### src/hw/vrc6_consts.svh
// VRC6 mapper constants
// Address windows, bank widths, fixed banks and IRQ prescaler reloads
`ifndef VRC6_CONSTS_SVH
`define VRC6_CONSTS_SVH

// Bank register widths
`define VRC6_PRG_BANK8_W 5
`define VRC6_PRG_BANKC_W 6
`define VRC6_CHR_BANK_W 8

// Translated memory address
`define VRC6_OUT_ADDR_W 22

// CPU A15-A13 of the PRG RAM window 0x6000-0x7FFF
`define VRC6_RAM_WIN 3'b011

// Upper output address bits of the PRG RAM and CHR regions
`define VRC6_PRG_RAM_BASE 9'b111100000
`define VRC6_CHR_BASE 3'b100

// 8 KB bank hardwired at 0xE000
`define VRC6_PRG_LAST_BANK 6'b111111

// Scanline prescaler reloads, two long lines then one short
`define VRC6_IRQ_SCALER_LONG 7'd113
`define VRC6_IRQ_SCALER_SHORT 7'd112

// Last step index of the sawtooth accumulator
`define VRC6_SAW_STEPS 3'd6

`endif
### src/hw/vrc6_audio_pkg.sv
// VRC6 expansion sound types
// Channel register sets and the per-channel output levels
package vrc6_audio_pkg;

	typedef struct packed {
		logic        mode; // Constant volume, ignores duty
		logic [2:0]  duty;
		logic [3:0]  vol;
		logic [11:0] freq;
		logic        en;
	} pulse_regs_t;

	typedef struct packed {
		logic [5:0]  rate; // Accumulator increment
		logic [11:0] freq;
		logic        en;
	} saw_regs_t;

	typedef struct packed {
		logic [3:0] sq1;
		logic [3:0] sq2;
		logic [4:0] saw;
	} chan_out_t;

endpackage

### src/hw/vrc6_bus_pkg.sv
// VRC6 bus types
// CPU and PPU buses, register targets and the decoded write command
package vrc6_bus_pkg;

	typedef struct packed {
		logic [15:0] addr;
		logic [7:0]  data;
		logic        write; // Write level, sampled with ce
	} cpu_bus_t;

	typedef logic [13:0] ppu_addr_t;

	typedef enum logic [3:0] {
		REG_NONE        = 4'd0,
		REG_PRG8        = 4'd1,
		REG_PRGC        = 4'd2,
		REG_MIRROR      = 4'd3,
		REG_CHR         = 4'd4,
		REG_IRQ_LATCH   = 4'd5,
		REG_IRQ_CTRL    = 4'd6,
		REG_IRQ_ACK     = 4'd7,
		REG_SND_CTRL    = 4'd8,
		REG_SND_FREQ_LO = 4'd9,
		REG_SND_FREQ_HI = 4'd10
	} reg_sel_e;

	typedef struct packed {
		reg_sel_e   sel;
		logic [2:0] index; // CHR bank or sound channel
		logic [7:0] data;
	} reg_write_t;

	typedef enum logic [1:0] {
		MIR_VERT    = 2'd0,
		MIR_HORZ    = 2'd1,
		MIR_SCREEN0 = 2'd2,
		MIR_SCREEN1 = 2'd3
	} mirror_e;

endpackage

### src/hw/vrc6_mapper.sv
// VRC6 mapper top level
// Write decoder feeding bank map, IRQ timer and expansion sound
`timescale 1ns/1ns
`include "vrc6_consts.svh"

module vrc6_mapper (
	input  logic                        clk,
	input  logic                        rst_n,
	input  logic                        ce,        // One strobe per CPU cycle
	input  vrc6_bus_pkg::cpu_bus_t      cpu,
	input  vrc6_bus_pkg::ppu_addr_t     chr_ain,
	input  logic                        addr_swap, // High for mapper 26
	input  logic [15:0]                 audio_in,
	output logic [`VRC6_OUT_ADDR_W-1:0] prg_aout,
	output logic                        prg_allow,
	output logic [`VRC6_OUT_ADDR_W-1:0] chr_aout,
	output logic                        vram_a10,
	output logic                        vram_ce,
	output logic                        irq,
	output logic [15:0]                 audio_out
);
	import vrc6_bus_pkg::*;

	reg_write_t wr_cmd;

	vrc6_reg_decode vrc6_reg_decode_inst (
		.clk       (clk),
		.rst_n     (rst_n),
		.ce        (ce),
		.cpu       (cpu),
		.addr_swap (addr_swap),
		.wr_cmd    (wr_cmd)
	);

	vrc6_bank_map vrc6_bank_map_inst (
		.clk       (clk),
		.rst_n     (rst_n),
		.wr_cmd    (wr_cmd),
		.prg_ain   (cpu.addr),
		.prg_write (cpu.write),
		.chr_ain   (chr_ain),
		.prg_aout  (prg_aout),
		.prg_allow (prg_allow),
		.chr_aout  (chr_aout),
		.vram_a10  (vram_a10),
		.vram_ce   (vram_ce)
	);

	vrc_irq_timer vrc_irq_timer_inst (
		.clk    (clk),
		.rst_n  (rst_n),
		.ce     (ce),
		.wr_cmd (wr_cmd),
		.irq    (irq)
	);

	vrc6_sound vrc6_sound_inst (
		.clk       (clk),
		.rst_n     (rst_n),
		.ce        (ce),
		.wr_cmd    (wr_cmd),
		.audio_in  (audio_in),
		.audio_out (audio_out)
	);

endmodule

### src/hw/vrc6_sound.sv
// VRC6 expansion sound
// Two pulse channels and a sawtooth, mixed into the APU audio
`timescale 1ns/1ns
`include "vrc6_consts.svh"

module vrc6_sound (
	input  logic                     clk,
	input  logic                     rst_n,
	input  logic                     ce,
	input  vrc6_bus_pkg::reg_write_t wr_cmd,
	input  logic [15:0]              audio_in,
	output logic [15:0]              audio_out
);
	import vrc6_bus_pkg::*;
	import vrc6_audio_pkg::*;

	pulse_regs_t pulse [0:1];
	saw_regs_t   saw;
	logic [11:0] pulse_div [0:1];
	logic [3:0]  duty_cnt [0:1];
	logic [12:0] saw_div;
	logic [2:0]  saw_step;
	logic [7:0]  acc;
	chan_out_t   chan;
	logic [5:0]  exp_sum;
	logic [15:0] exp_word;
	logic [16:0] mix;

	// High while the duty step is inside the duty window
	function automatic logic [3:0] pulse_level(input pulse_regs_t r, input logic [3:0] cnt);
		if (r.en && (r.mode || cnt <= {1'b0, r.duty}))
			return r.vol;
		return 4'd0;
	endfunction

	always_ff @(posedge clk or negedge rst_n) begin
		if (!rst_n) begin
			for (int i = 0; i < 2; i++) begin
				pulse[i]     <= '0;
				pulse_div[i] <= 12'd0;
				duty_cnt[i]  <= 4'd0;
			end
			saw      <= '0;
			saw_div  <= 13'd0;
			saw_step <= 3'd0;
			acc      <= 8'd0;
		end else begin
			if (ce) begin
				for (int i = 0; i < 2; i++) begin
					if (pulse[i].en) begin
						if (pulse_div[i] != 12'd0) begin
							pulse_div[i] <= pulse_div[i] - 12'd1;
						end else begin
							pulse_div[i] <= pulse[i].freq;
							duty_cnt[i]  <= duty_cnt[i] + 4'd1;
						end
					end
				end
				if (saw.en) begin
					if (saw_div != 13'd0) begin
						saw_div <= saw_div - 13'd1;
					end else begin
						saw_div <= {saw.freq, 1'b1}; // Twice the freq period per step
						if (saw_step == `VRC6_SAW_STEPS) begin
							saw_step <= 3'd0;
							acc      <= 8'd0;
						end else begin
							saw_step <= saw_step + 3'd1;
							acc      <= acc + {2'b00, saw.rate};
						end
					end
				end
			end

			if (wr_cmd.index == 3'd2) begin
				case (wr_cmd.sel)
				REG_SND_CTRL:    saw.rate <= wr_cmd.data[5:0];
				REG_SND_FREQ_LO: saw.freq[7:0] <= wr_cmd.data;
				REG_SND_FREQ_HI: {saw.en, saw.freq[11:8]} <= {wr_cmd.data[7], wr_cmd.data[3:0]};
				default: ;
				endcase
			end else if (wr_cmd.index < 3'd2) begin
				case (wr_cmd.sel)
				REG_SND_CTRL: begin
					{pulse[wr_cmd.index[0]].mode, pulse[wr_cmd.index[0]].duty,
						pulse[wr_cmd.index[0]].vol} <= wr_cmd.data;
				end
				REG_SND_FREQ_LO: pulse[wr_cmd.index[0]].freq[7:0] <= wr_cmd.data;
				REG_SND_FREQ_HI: begin
					pulse[wr_cmd.index[0]].en         <= wr_cmd.data[7];
					pulse[wr_cmd.index[0]].freq[11:8] <= wr_cmd.data[3:0];
				end
				default: ;
				endcase
			end
		end
	end

	always_comb begin
		chan.sq1 = pulse_level(pulse[0], duty_cnt[0]);
		chan.sq2 = pulse_level(pulse[1], duty_cnt[1]);
		chan.saw = saw.en ? acc[7:3] : 5'd0;
	end

	// Expansion level at about 5/8, added before the final halving
	assign exp_sum   = chan.sq1 + chan.sq2 + chan.saw;
	assign exp_word  = {exp_sum, exp_sum, exp_sum[5:2]};
	assign mix       = audio_in + exp_word[15:1] + exp_word[15:3];
	assign audio_out = mix[16:1];

endmodule

### src/hw/vrc_irq_timer.sv
// VRC IRQ timer
// Latch, scanline prescaler and 8-bit up-counter with pending flag
`timescale 1ns/1ns
`include "vrc6_consts.svh"

module vrc_irq_timer (
	input  logic                     clk,
	input  logic                     rst_n,
	input  logic                     ce,
	input  vrc6_bus_pkg::reg_write_t wr_cmd,
	output logic                     irq
);
	import vrc6_bus_pkg::*;

	logic [7:0] latch;
	logic       irq_m;     // Cycle mode
	logic       irq_a;     // Enable after ack
	logic       irq_e;
	logic [6:0] prescaler;
	logic [1:0] line;      // Position in the 113/113/112 sequence
	logic [7:0] counter;
	logic       pending;
	logic       cnt_clk;

	assign cnt_clk = irq_m || (prescaler == 7'd0);

	always_ff @(posedge clk or negedge rst_n) begin
		if (!rst_n) begin
			latch     <= 8'd0;
			irq_m     <= 1'b0;
			irq_a     <= 1'b0;
			irq_e     <= 1'b0;
			prescaler <= 7'd0;
			line      <= 2'd0;
			counter   <= 8'd0;
			pending   <= 1'b0;
		end else begin
			if (ce && irq_e) begin
				if (prescaler != 7'd0) begin
					prescaler <= prescaler - 7'd1;
				end else begin
					prescaler <= line[1] ? `VRC6_IRQ_SCALER_SHORT : `VRC6_IRQ_SCALER_LONG;
					line      <= line[1] ? 2'd0 : line + 2'd1;
				end
				if (cnt_clk) begin
					if (counter == 8'hFF) begin
						counter <= latch; // Wrap reloads and flags
						pending <= 1'b1;
					end else begin
						counter <= counter + 8'd1;
					end
				end
			end

			// Register writes override the tick
			case (wr_cmd.sel)
			REG_IRQ_LATCH: latch <= wr_cmd.data;
			REG_IRQ_CTRL: begin
				counter   <= latch;
				prescaler <= `VRC6_IRQ_SCALER_LONG;
				line      <= 2'd0;
				pending   <= 1'b0;
				irq_m     <= wr_cmd.data[2];
				irq_e     <= wr_cmd.data[1];
				irq_a     <= wr_cmd.data[0];
			end
			REG_IRQ_ACK: begin
				pending <= 1'b0;
				irq_e   <= irq_a;
			end
			default: ;
			endcase
		end
	end

	assign irq = pending && irq_e;

endmodule

### src/hw/vrc6_bank_map.sv
// VRC6 bank map
// PRG, CHR and mirroring registers with the address translation
`timescale 1ns/1ns
`include "vrc6_consts.svh"

module vrc6_bank_map (
	input  logic                            clk,
	input  logic                            rst_n,
	input  vrc6_bus_pkg::reg_write_t        wr_cmd,
	input  logic [15:0]                     prg_ain,
	input  logic                            prg_write,
	input  vrc6_bus_pkg::ppu_addr_t         chr_ain,
	output logic [`VRC6_OUT_ADDR_W-1:0]     prg_aout,
	output logic                            prg_allow,
	output logic [`VRC6_OUT_ADDR_W-1:0]     chr_aout,
	output logic                            vram_a10,
	output logic                            vram_ce
);
	import vrc6_bus_pkg::*;

	logic [`VRC6_PRG_BANK8_W-1:0] prg_bank8;
	logic [`VRC6_PRG_BANKC_W-1:0] prg_bankc;
	logic [`VRC6_CHR_BANK_W-1:0]  chr_bank [0:7];
	mirror_e                      mirror;
	logic [`VRC6_OUT_ADDR_W-14:0] prg_hi; // Output bits above the 8 KB offset
	logic [`VRC6_CHR_BANK_W-1:0]  chr_sel;
	logic                         mir_a10;
	logic                         ram_win;

	always_ff @(posedge clk or negedge rst_n) begin
		if (!rst_n) begin
			prg_bank8 <= '0;
			prg_bankc <= '0;
			mirror    <= MIR_VERT;
			for (int i = 0; i < 8; i++) begin
				chr_bank[i] <= '0;
			end
		end else begin
			case (wr_cmd.sel)
			REG_PRG8:   prg_bank8 <= wr_cmd.data[`VRC6_PRG_BANK8_W-1:0];
			REG_PRGC:   prg_bankc <= wr_cmd.data[`VRC6_PRG_BANKC_W-1:0];
			REG_MIRROR: mirror <= mirror_e'(wr_cmd.data[3:2]);
			REG_CHR:    chr_bank[wr_cmd.index] <= wr_cmd.data;
			default: ;
			endcase
		end
	end

	assign ram_win = (prg_ain[15:13] == `VRC6_RAM_WIN);

	always_comb begin
		case (prg_ain[15:13])
		3'b011:         prg_hi = `VRC6_PRG_RAM_BASE;
		3'b100, 3'b101: prg_hi = {3'b000, prg_bank8, prg_ain[13]}; // 16 KB at 0x8000
		3'b110:         prg_hi = {3'b000, prg_bankc};
		3'b111:         prg_hi = {3'b000, `VRC6_PRG_LAST_BANK};
		default:        prg_hi = '0;
		endcase
	end

	assign prg_aout  = {prg_hi, prg_ain[12:0]};
	assign prg_allow = (prg_ain[15] && !prg_write) || ram_win;

	always_comb begin
		case (mirror)
		MIR_VERT:    mir_a10 = chr_ain[10];
		MIR_HORZ:    mir_a10 = chr_ain[11];
		MIR_SCREEN0: mir_a10 = 1'b0;
		default:     mir_a10 = 1'b1;
		endcase
	end

	assign chr_sel  = chr_bank[chr_ain[12:10]];
	assign vram_ce  = chr_ain[13]; // Nametable space goes to CIRAM
	assign chr_aout = {`VRC6_CHR_BASE, 1'b0, chr_sel[7:1],
		vram_ce ? mir_a10 : chr_sel[0], chr_ain[9:0]};
	assign vram_a10 = chr_aout[10];

endmodule

### src/hw/vrc6_reg_decode.sv
// VRC6 write decoder
// Maps sampled CPU writes to one-cycle register write commands
`timescale 1ns/1ns

module vrc6_reg_decode (
	input  logic                    clk,
	input  logic                    rst_n,
	input  logic                    ce,
	input  vrc6_bus_pkg::cpu_bus_t  cpu,
	input  logic                    addr_swap, // Mapper 26 wiring
	output vrc6_bus_pkg::reg_write_t wr_cmd
);
	import vrc6_bus_pkg::*;

	logic [15:0] ain;
	reg_write_t  dec;

	assign ain = addr_swap ? {cpu.addr[15:2], cpu.addr[0], cpu.addr[1]} : cpu.addr;

	always_comb begin
		dec.sel   = REG_NONE;
		dec.index = 3'd0;
		dec.data  = cpu.data;
		case (ain[15:12])
		4'h8: dec.sel = REG_PRG8;
		4'h9, 4'hA, 4'hB: begin
			dec.index = {1'b0, ain[13:12] - 2'd1}; // Channel 0..2
			case (ain[1:0])
			2'd0: dec.sel = REG_SND_CTRL;
			2'd1: dec.sel = REG_SND_FREQ_LO;
			2'd2: dec.sel = REG_SND_FREQ_HI;
			default: dec.sel = (ain[13:12] == 2'b11) ? REG_MIRROR : REG_NONE; // B003 only
			endcase
		end
		4'hC: dec.sel = REG_PRGC;
		4'hD, 4'hE: begin
			dec.sel   = REG_CHR;
			dec.index = {~ain[12], ain[1:0]}; // D000-D003 then E000-E003
		end
		4'hF: begin
			case (ain[1:0])
			2'd0: dec.sel = REG_IRQ_LATCH;
			2'd1: dec.sel = REG_IRQ_CTRL;
			2'd2: dec.sel = REG_IRQ_ACK;
			default: dec.sel = REG_NONE;
			endcase
		end
		default: dec.sel = REG_NONE;
		endcase
	end

	// Command lives for exactly one clock
	always_ff @(posedge clk or negedge rst_n) begin
		if (!rst_n) begin
			wr_cmd <= '{sel: REG_NONE, index: 3'd0, data: 8'd0};
		end else if (ce && cpu.write) begin
			wr_cmd <= dec;
		end else begin
			wr_cmd.sel <= REG_NONE;
		end
	end

endmodule

### config.mk
export PLATFORM = sky130hd
export DESIGN_NAME = vrc6_mapper
export DESIGN_NICKNAME = d
export VERILOG_FILES = /design/src/hw/vrc6_audio_pkg.sv /design/src/hw/vrc6_bus_pkg.sv /design/src/hw/vrc6_mapper.sv /design/src/hw/vrc6_sound.sv /design/src/hw/vrc_irq_timer.sv /design/src/hw/vrc6_bank_map.sv /design/src/hw/vrc6_reg_decode.sv
export VERILOG_INCLUDE_DIRS = /design/src /design/src/hw
export SDC_FILE = /design/constraint.sdc
export NUM_CORES = 1
export LEC_CHECK = 0
export BUFFER_PORTS_ARGS = -buffer_cell sky130_fd_sc_hd__buf_2
export CAP_MARGIN = 20
export CORE_MARGIN = 5
export CORE_UTILIZATION = 60
export DETAILED_ROUTE_END_ITERATION = 6
export PLACE_DENSITY = 0.87
export SYNTH_ARGS = -nofsm -noshare
export SYNTH_HDL_FRONTEND = slang
export SYNTH_HIERARCHICAL = 1
export SYNTH_SLANG_ARGS = --single-unit
### constraint.sdc
create_clock -name clk -period 7.1 [get_ports clk]
set_input_delay 0.355 -clock clk [delete_from_list [all_inputs] [get_ports clk]]
set_output_delay 0.355 -clock clk [all_outputs]
set_load 0.05 [all_outputs]
; Yosys cells after proc, flatten, opt, wreduce, memory -nomap -nowiden
; Index checks and enable logic that the tools add are counted.
; W data, S select, Z words.
[classes]
add_sub_neg = 15
magnitude_cmp = 8
eq_ne = 32
muxes = 64
bitwise = 8
n_reduce_logical = 44
[ops]
columns = operator, n
row1 = $bwmux W42, 6
row2 = $demux W21 S1, 6
row3 = $pmux W42 S3, 1
row4 = $bwmux W64, 1
row5 = $mux W8, 8
row6 = $eq A4 B4 Y1 const B, 11
row7 = $pmux W9 S4, 1
row8 = $mux W13, 2
row9 = $bmux W8 S3, 1
row10 = $demux W8 S3, 1
row11 = $mux W12, 2
row12 = $reduce_bool A12 Y1, 2
row13 = $sub A12 B1 Y12 const B, 2
row14 = $mux W21, 1
row15 = $mux W7, 3
row16 = $mux W20, 1
row17 = $mux W4, 5
row18 = $pmux W4 S5, 1
row19 = $add A16 B15 Y17, 1
row20 = $add A17 B13 Y17, 1
row21 = $mux W17, 1
row22 = $eq A4 B3 Y1 const B, 4
row23 = $reduce_and A2 Y1, 8
row24 = $eq A3 B3 Y1 const B, 5
row25 = 48 further kinds, 96
[word_totals]
reg_bits = 238
elab_cells = 214

; Longest topological paths before layout
[logic_depth]
ltp_word = 9
ltp_mapped = 24
mapped_depth_nobuf = 24

; Modules after synthesis
; The synthesis kept the hierarchy.
[modules_own_cells]
columns = mod, instances, cells_each, area_each_um2
row1 = vrc6_sound, 1, 703, 7116.8
row2 = vrc6_bank_map, 1, 267, 3839.9
row3 = vrc_irq_timer, 1, 154, 1530.2
row4 = vrc6_reg_decode, 1, 65, 777.0

; Worst setup path before layout
; No wires, ideal clock.
[synth_path]
path_type = reg-to-output
from = register vrc6_sound_inst/duty_cnt[1] in the netlist's numbering
to = output audio_out[14]
arrival_time_ps = 5540
required_ps = 6745
setup_slack_ps = 1205
path_stages_with_launch = 23
n_path_buf = 0
cell_sequence = dfrtp_1 ha_1 nor2b_1 o21ai_0 a32oi_1 o21bai_1 nand3_1 fa_1 inv_1 ha_1 a21o_1 a21oi_1 xor2_1 fa_1 inv_1 ha_1 inv_1 fa_1 nor2b_1 o31a_1 o21ai_0 o211ai_1 xor2_1
[synth_between]
elab_chain_cells = 9
[synth_lines]
columns = element, line
row1 = from (decl), vrc6_sound.sv:20  ; logic [3:0] duty_cnt [0:1];
row2 = "from (signal, indexed assignment)", vrc6_sound.sv:55  ; duty_cnt[i] <= duty_cnt[i] + 4'd1;
row3 = $le A4 B3 Y1 (*), vrc6_sound.sv:31  ; if (r.en && (r.mode || cnt <= {1'b0, r.duty}))
row4 = $logic_or A1 B1 Y1 (*), vrc6_sound.sv:31
row5 = $logic_and A1 B1 Y1 (*), vrc6_sound.sv:31
row6 = $mux W1 (*), vrc6_sound.sv:31
row7 = $mux W4 (*), vrc6_sound.sv:33  ; return 4'd0;
row8 = $add A4 B4 Y5 (*), vrc6_sound.sv:106  ; assign exp_sum = chan.sq1 + chan.sq2 + chan.saw;
row9 = $add A6 B5 Y6 (*), vrc6_sound.sv:106
row10 = $add A16 B15 Y17, vrc6_sound.sv:108  ; assign mix = audio_in + exp_word[15:1] + exp_word[15:3];
row11 = $add A17 B13 Y17 (*), vrc6_sound.sv:108
row12 = to (decl), vrc6_mapper.sv:20  ; output logic [15:0] audio_out
; Every way passes the cells marked *; elsewhere a longest branch is shown, timed or not.

; Worst setup path in the final report
[layout_path]
from = register vrc6_sound_inst/duty_cnt[5] in the netlist's numbering
to = output audio_out[13]
; The elaborated chain is that of the path after synthesis.

==> impl_results.html <==
<table>
<tr><th>Metric</th><th>Value</th></tr>
<tr><th colspan="2">Route</th></tr>
<tr><td>Drc violations</td><td>0</td></tr>
<tr><td>Number of optimization iterations in the first detailed-route pass</td><td>7</td></tr>
<tr><td>Number of vias in the routed layout</td><td>9,731</td></tr>
<tr><td>Detail-routed net length per standard cell</td><td>20.2 microns</td></tr>
<tr><td>Wire length reported by the detailed router</td><td>31.0 mm</td></tr>
<tr><td>Final antenna-violating net count</td><td>0</td></tr>
<tr><td>First DRT Iteration DRCs</td><td>866</td></tr>
<tr><td>Vias per std cell</td><td>6.35</td></tr>
<tr><th colspan="2">Clock network</th></tr>
<tr><td>H-Tree Level Count</td><td>1</td></tr>
<tr><td>Total clock sinks</td><td>238</td></tr>
<tr><td>Clock tree from TritonCTS</td><td>built</td></tr>
<tr><td>Clock insertion delay at the later pin of the skew report</td><td>0.53 ns</td></tr>
<tr><td>Clk pin slew, worst setup/hold paths</td><td>0.06 ns</td></tr>
<tr><td>Max Buffers Root-to-Sink</td><td>3</td></tr>
<tr><td>Root buffer cell</td><td>sky130_fd_sc_hd__clkbuf_16</td></tr>
<tr><td>Inserted Clock Buffers</td><td>25</td></tr>
<tr><th colspan="2">Power</th></tr>
<tr><td>Pleak</td><td>7.06 nW</td></tr>
<tr><td>Peak VDD IR</td><td>0.000239 V</td></tr>
<tr><td>Power per Cell Area</td><td>228 nW/um^2</td></tr>
<tr><th colspan="2">Synth</th></tr>
<tr><td>Async set-or-reset flop fraction in the synthesized netlist</td><td>100%</td></tr>
<tr><td>Library cells used by synthesis</td><td>87</td></tr>
<tr><td>Number of flip-flops and latches in the synthesized netlist</td><td>238</td></tr>
<tr><td>Proportion of synthesized chip area in sequential cells</td><td>44.9%</td></tr>
<tr><td>Primary FF master, synth</td><td>sky130_fd_sc_hd__dfrtp_1</td></tr>
<tr><td>Summed instance area of the synthesized netlist</td><td>13,300 sq um</td></tr>
<tr><td>Number of standard cells after synthesis</td><td>1,189</td></tr>
<tr><td>Post-synth top area cell</td><td>sky130_fd_sc_hd__dfrtp_1</td></tr>
<tr><td>EDFF count, synth</td><td>0</td></tr>
<tr><td>Area share of the largest cell type after synthesis</td><td>44.9%</td></tr>
<tr><td>Top cells by area, synth</td><td>sky130_fd_sc_hd__dfrtp_1, sky130_fd_sc_hd__mux2_2, sky130_fd_sc_hd__ha_1</td></tr>
<tr><td>Warnings from Yosys</td><td>6</td></tr>
<tr><td>Avg Synthesized Cell Area</td><td>11.2 sq um</td></tr>
<tr><th colspan="2">Final layout</th></tr>
<tr><td>Fraction of layout instances using a drive strength above 1</td><td>26.9%</td></tr>
<tr><td>Area added between synthesis and finish</td><td>9.93%</td></tr>
<tr><td>Top library cells by usage in the layout, fill and taps aside</td><td>sky130_fd_sc_hd__dfrtp_1, sky130_fd_sc_hd__mux2_2, sky130_fd_sc_hd__buf_2</td></tr>
<tr><td>Total number of nets in the final design</td><td>1,359</td></tr>
<tr><td>Commonest non-fill, non-tap cell in the layout</td><td>sky130_fd_sc_hd__dfrtp_1</td></tr>
<tr><td>Antenna diode instance count</td><td>0</td></tr>
<tr><th colspan="2">Worst setup path</th></tr>
<tr><td>R2R Path Start</td><td>vrc6_reg_decode_inst/wr_cmd[11]</td></tr>
<tr><td>Setup slack of the worst register-to-register path</td><td>4.32 ns</td></tr>
<tr><td>Master of the slowest instance on the critical path</td><td>sky130_fd_sc_hd__a221oi_1</td></tr>
<tr><td>Worst r2r dst</td><td>vrc6_bank_map_inst/chr_bank[21]</td></tr>
<tr><td>Worst setup EP type</td><td>output pin</td></tr>
<tr><td>Type of element launching the critical path</td><td>flip-flop</td></tr>
<tr><td>CP top delay family</td><td>adder cells</td></tr>
<tr><td>Crit path cell chain</td><td>ha_1 -&gt; nor2b_1 -&gt; o21ai_0 -&gt; a32oi_1 -&gt; o21bai_1 -&gt; and3_1 -&gt; fa_1 -&gt; ha_1 -&gt; fa_1 -&gt; a21o_1 -&gt; a21oi_1 -&gt; fa_1 -&gt; inv_1 -&gt; ha_1 -&gt; a21o_1 -&gt; a221oi_1 -&gt; a2111oi_0 -&gt; nor3_1 -&gt; xnor2_1 -&gt; buf_2</td></tr>
<tr><td>Arrival time of data at the critical path endpoint</td><td>6.30 ns</td></tr>
<tr><td>Worst path buffer plus inverter count</td><td>2</td></tr>
<tr><td>Worst Reg-to-Reg Cells</td><td>3</td></tr>
<tr><td>Required @ worst endpoint</td><td>6.74 ns</td></tr>
<tr><td>Kind of critical path</td><td>reg2out</td></tr>
<tr><td>Worst path max stage delay</td><td>0.55 ns</td></tr>
<tr><td>Maximum fanout encountered on the critical timing path</td><td>4</td></tr>
<tr><th colspan="2">Timing</th></tr>
<tr><td>Unrepaired setup endpoints after global routing</td><td>false</td></tr>
<tr><td>Timing-limited maximum frequency</td><td>150 MHz</td></tr>
<tr><td>Worst Setup Slack, final</td><td>0.441 ns</td></tr>
<tr><td>Clock Skew</td><td>0.0183 ns</td></tr>
<tr><td>Tightest Pin Transition</td><td>1.20 ns</td></tr>
<tr><td>Relative slew slack</td><td>19.7%</td></tr>
<tr><td>Setup-failing EPs final</td><td>0</td></tr>
<tr><td>Number of hold violations in the final report</td><td>0</td></tr>
<tr><td>Time the worst path needs with I/O delays and setup</td><td>6.66 ns</td></tr>
<tr><td>Fin. max-slew vios</td><td>0</td></tr>
<tr><td>Crit share post-route</td><td>93.8%</td></tr>
<tr><td>Accumulated negative setup slack</td><td>0 ns</td></tr>
<tr><th colspan="2">Global routing</th></tr>
<tr><td>Wire length of the first global-routing pass</td><td>50.0 mm</td></tr>
<tr><td>Vias in the first global route</td><td>9,869</td></tr>
<tr><td>Global-route congestion overflow total</td><td>0</td></tr>
<tr><td>Total global routing track utilization</td><td>24.6%</td></tr>
<tr><td>Antenna violations before repair</td><td>0</td></tr>
<tr><td>Largest net degree at the start of global routing</td><td>86</td></tr>
<tr><th colspan="2">Place</th></tr>
<tr><td>Final HPWL from detailed placement</td><td>19.5 mm</td></tr>
<tr><td>Number of port buffers</td><td>78</td></tr>
<tr><td>Gpl congestion</td><td>0.903</td></tr>
<tr><td>Post-Place Setup Slack</td><td>1.01 ns</td></tr>
<tr><th colspan="2">Floorplan</th></tr>
<tr><td>Die Y-Extent</td><td>159 microns</td></tr>
<tr><td># IOs</td><td>123</td></tr>
<tr><td>Die width</td><td>159 microns</td></tr>
<tr><td>Site row count</td><td>54</td></tr>
<tr><td>Initial Util</td><td>60.8%</td></tr>
<tr><td>Area of the die</td><td>25,200 sq um</td></tr>
<tr><td>Core outline area</td><td>21,800 sq um</td></tr>
<tr><th colspan="2">Status</th></tr>
<tr><td>Outcome</td><td>complete, no violations</td></tr>
<tr><th colspan="2">Min path</th></tr>
<tr><td>WHS Path Cells</td><td>2</td></tr>
<tr><td>Tightest Hold Check Type</td><td>in2reg</td></tr>
<tr><td>Worst Hold End</td><td>vrc6_reg_decode_inst/wr_cmd[2]</td></tr>
<tr><td>Hold Crit Start</td><td>cpu[3]</td></tr>
<tr><th colspan="2">Flow run</th></tr>
<tr><td>Max cap viols</td><td>0</td></tr>
</table>
-- cells in the mapped netlist (6+ instances only) --
cell and count:
sky130_fd_sc_hd__dfrtp_1 238, sky130_fd_sc_hd__mux2_2 161, sky130_fd_sc_hd__o21ai_0 75, sky130_fd_sc_hd__nand2_1 74, sky130_fd_sc_hd__inv_1 68, sky130_fd_sc_hd__a21oi_1 56, sky130_fd_sc_hd__ha_1 51, sky130_fd_sc_hd__nor2_1 49
sky130_fd_sc_hd__nand3_1 33, sky130_fd_sc_hd__buf_4 32, sky130_fd_sc_hd__clkbuf_1 27, sky130_fd_sc_hd__nor3_1 24, sky130_fd_sc_hd__xnor2_1 21, sky130_fd_sc_hd__fa_1 16, sky130_fd_sc_hd__mux4_2 15, sky130_fd_sc_hd__a21o_1 14
sky130_fd_sc_hd__a31oi_1 12, sky130_fd_sc_hd__mux2i_1 11, sky130_fd_sc_hd__o31ai_1 11, sky130_fd_sc_hd__and2_1 10, sky130_fd_sc_hd__nor4_1 10, sky130_fd_sc_hd__o211ai_1 9, sky130_fd_sc_hd__o21a_1 8, sky130_fd_sc_hd__and3_1 6
sky130_fd_sc_hd__buf_2 6, sky130_fd_sc_hd__nand2b_1 6, sky130_fd_sc_hd__nand3b_1 6, sky130_fd_sc_hd__nand4_1 6, sky130_fd_sc_hd__nor2b_1 6, sky130_fd_sc_hd__or3_1 6, sky130_fd_sc_hd__xor2_1 6
-- layer usage --
metal	vias up	GRT usage [%]	part of all wire, %
li1	4376	-	-
met1	4832	32.5	40
met2	411	40.8	49
met3	112	3.89	7.1
met4	0	9.75	3.8
met5	-	0	0
-- state kept, by name, indices dropped and copies added (netlist names) --
register / cells
vrc6_bank_map_inst/chr_bank: 64
vrc6_sound_inst/pulse: 42
vrc6_sound_inst/pulse_div: 24
vrc6_sound_inst/saw: 19
vrc6_reg_decode_inst/wr_cmd: 15
vrc6_sound_inst/saw_div: 13
vrc6_sound_inst/acc: 8
vrc6_sound_inst/duty_cnt: 8
vrc_irq_timer_inst/counter: 8
vrc_irq_timer_inst/latch: 8
vrc_irq_timer_inst/prescaler: 7
vrc6_bank_map_inst/prg_bankc: 6
vrc6_bank_map_inst/prg_bank8: 5
vrc6_sound_inst/saw_step: 3
vrc6_bank_map_inst/mirror: 2
vrc_irq_timer_inst/line: 2
vrc_irq_timer_inst/irq_a: 1
vrc_irq_timer_inst/irq_e: 1
vrc_irq_timer_inst/irq_m: 1
vrc_irq_timer_inst/pending: 1
-- stage by stage --
stage	area (sq um)	utilization [%]	total power [mW]	instances	hold WS, ns
after floorplan	13300	-	1.83	1191	0.0594
after global placement	13600	62.5	1.91	1482	0.385
after detailed placement	13600	62.5	1.94	1482	0.392
after CTS	14500	66.6	3.33	1529	0.0470
after global routing	14600	66.8	3.43	1532	0.0575
final	14600	66.8	3.32	1532	0.0595
-- cells by family (layout without fill, tap and decap cells) --
kind of cell | after synthesis | count (layout) | share of synthesized area, %
buf+inv | 140 | 201 | 5.05
compound gates | 238 | 238 | 11.3
fa+ha+maj | 67 | 67 | 7.23
xor+xnor | 27 | 27 | 1.78
simple gates | 290 | 290 | 12.7
mux | 187 | 187 | 17.0
flops | 238 | 238 | 44.9
other cells | 2 | 4 | 0.0566
-- repair_timing --
action,in CTS,in global routing
hold endpoints to repair,83,0
buffers inserted,0,0
resized for setup,0,1
hold buffers,1,0
endpoints found under the setup margin,0,4
-- power breakdown --
group	switching, mW	internal, mW	total (mW)
Clock	0.543	0.845	1.39
Sequential	0.120	1.45	1.57
Combinational	0.211	0.155	0.366
-- worst max path at each step --
| stage | startpoint | to | cells past startpoint |
|---|---|---|---|
| finish | vrc6_sound_inst/duty_cnt[5] | audio_out[13] | 20 |
| global route | vrc6_sound_inst/duty_cnt[5] | audio_out[11] | 20 |
| CTS | vrc6_sound_inst/duty_cnt[5] | audio_out[13] | 21 |
| detailed placement | vrc6_sound_inst/duty_cnt[5] | audio_out[13] | 21 |
| global placement | vrc6_sound_inst/duty_cnt[1] | audio_out[13] | 21 |
| floorplan | vrc6_sound_inst/duty_cnt[1] | audio_out[14] | 22 |
-- area by class of cell --
class                           count  area (sq um)
Inverter                           69           259
Timing Repair Buffer               86           480
Sequential cell                   238          5960
Clock buffer                       32           702
Fill cell                        1487          7240
Clock inverter                     14           180
Tap cell                          280           350
Multi-Input combinational cell    813          6650
No activity file was read; power rests on OpenSTA's default activity.
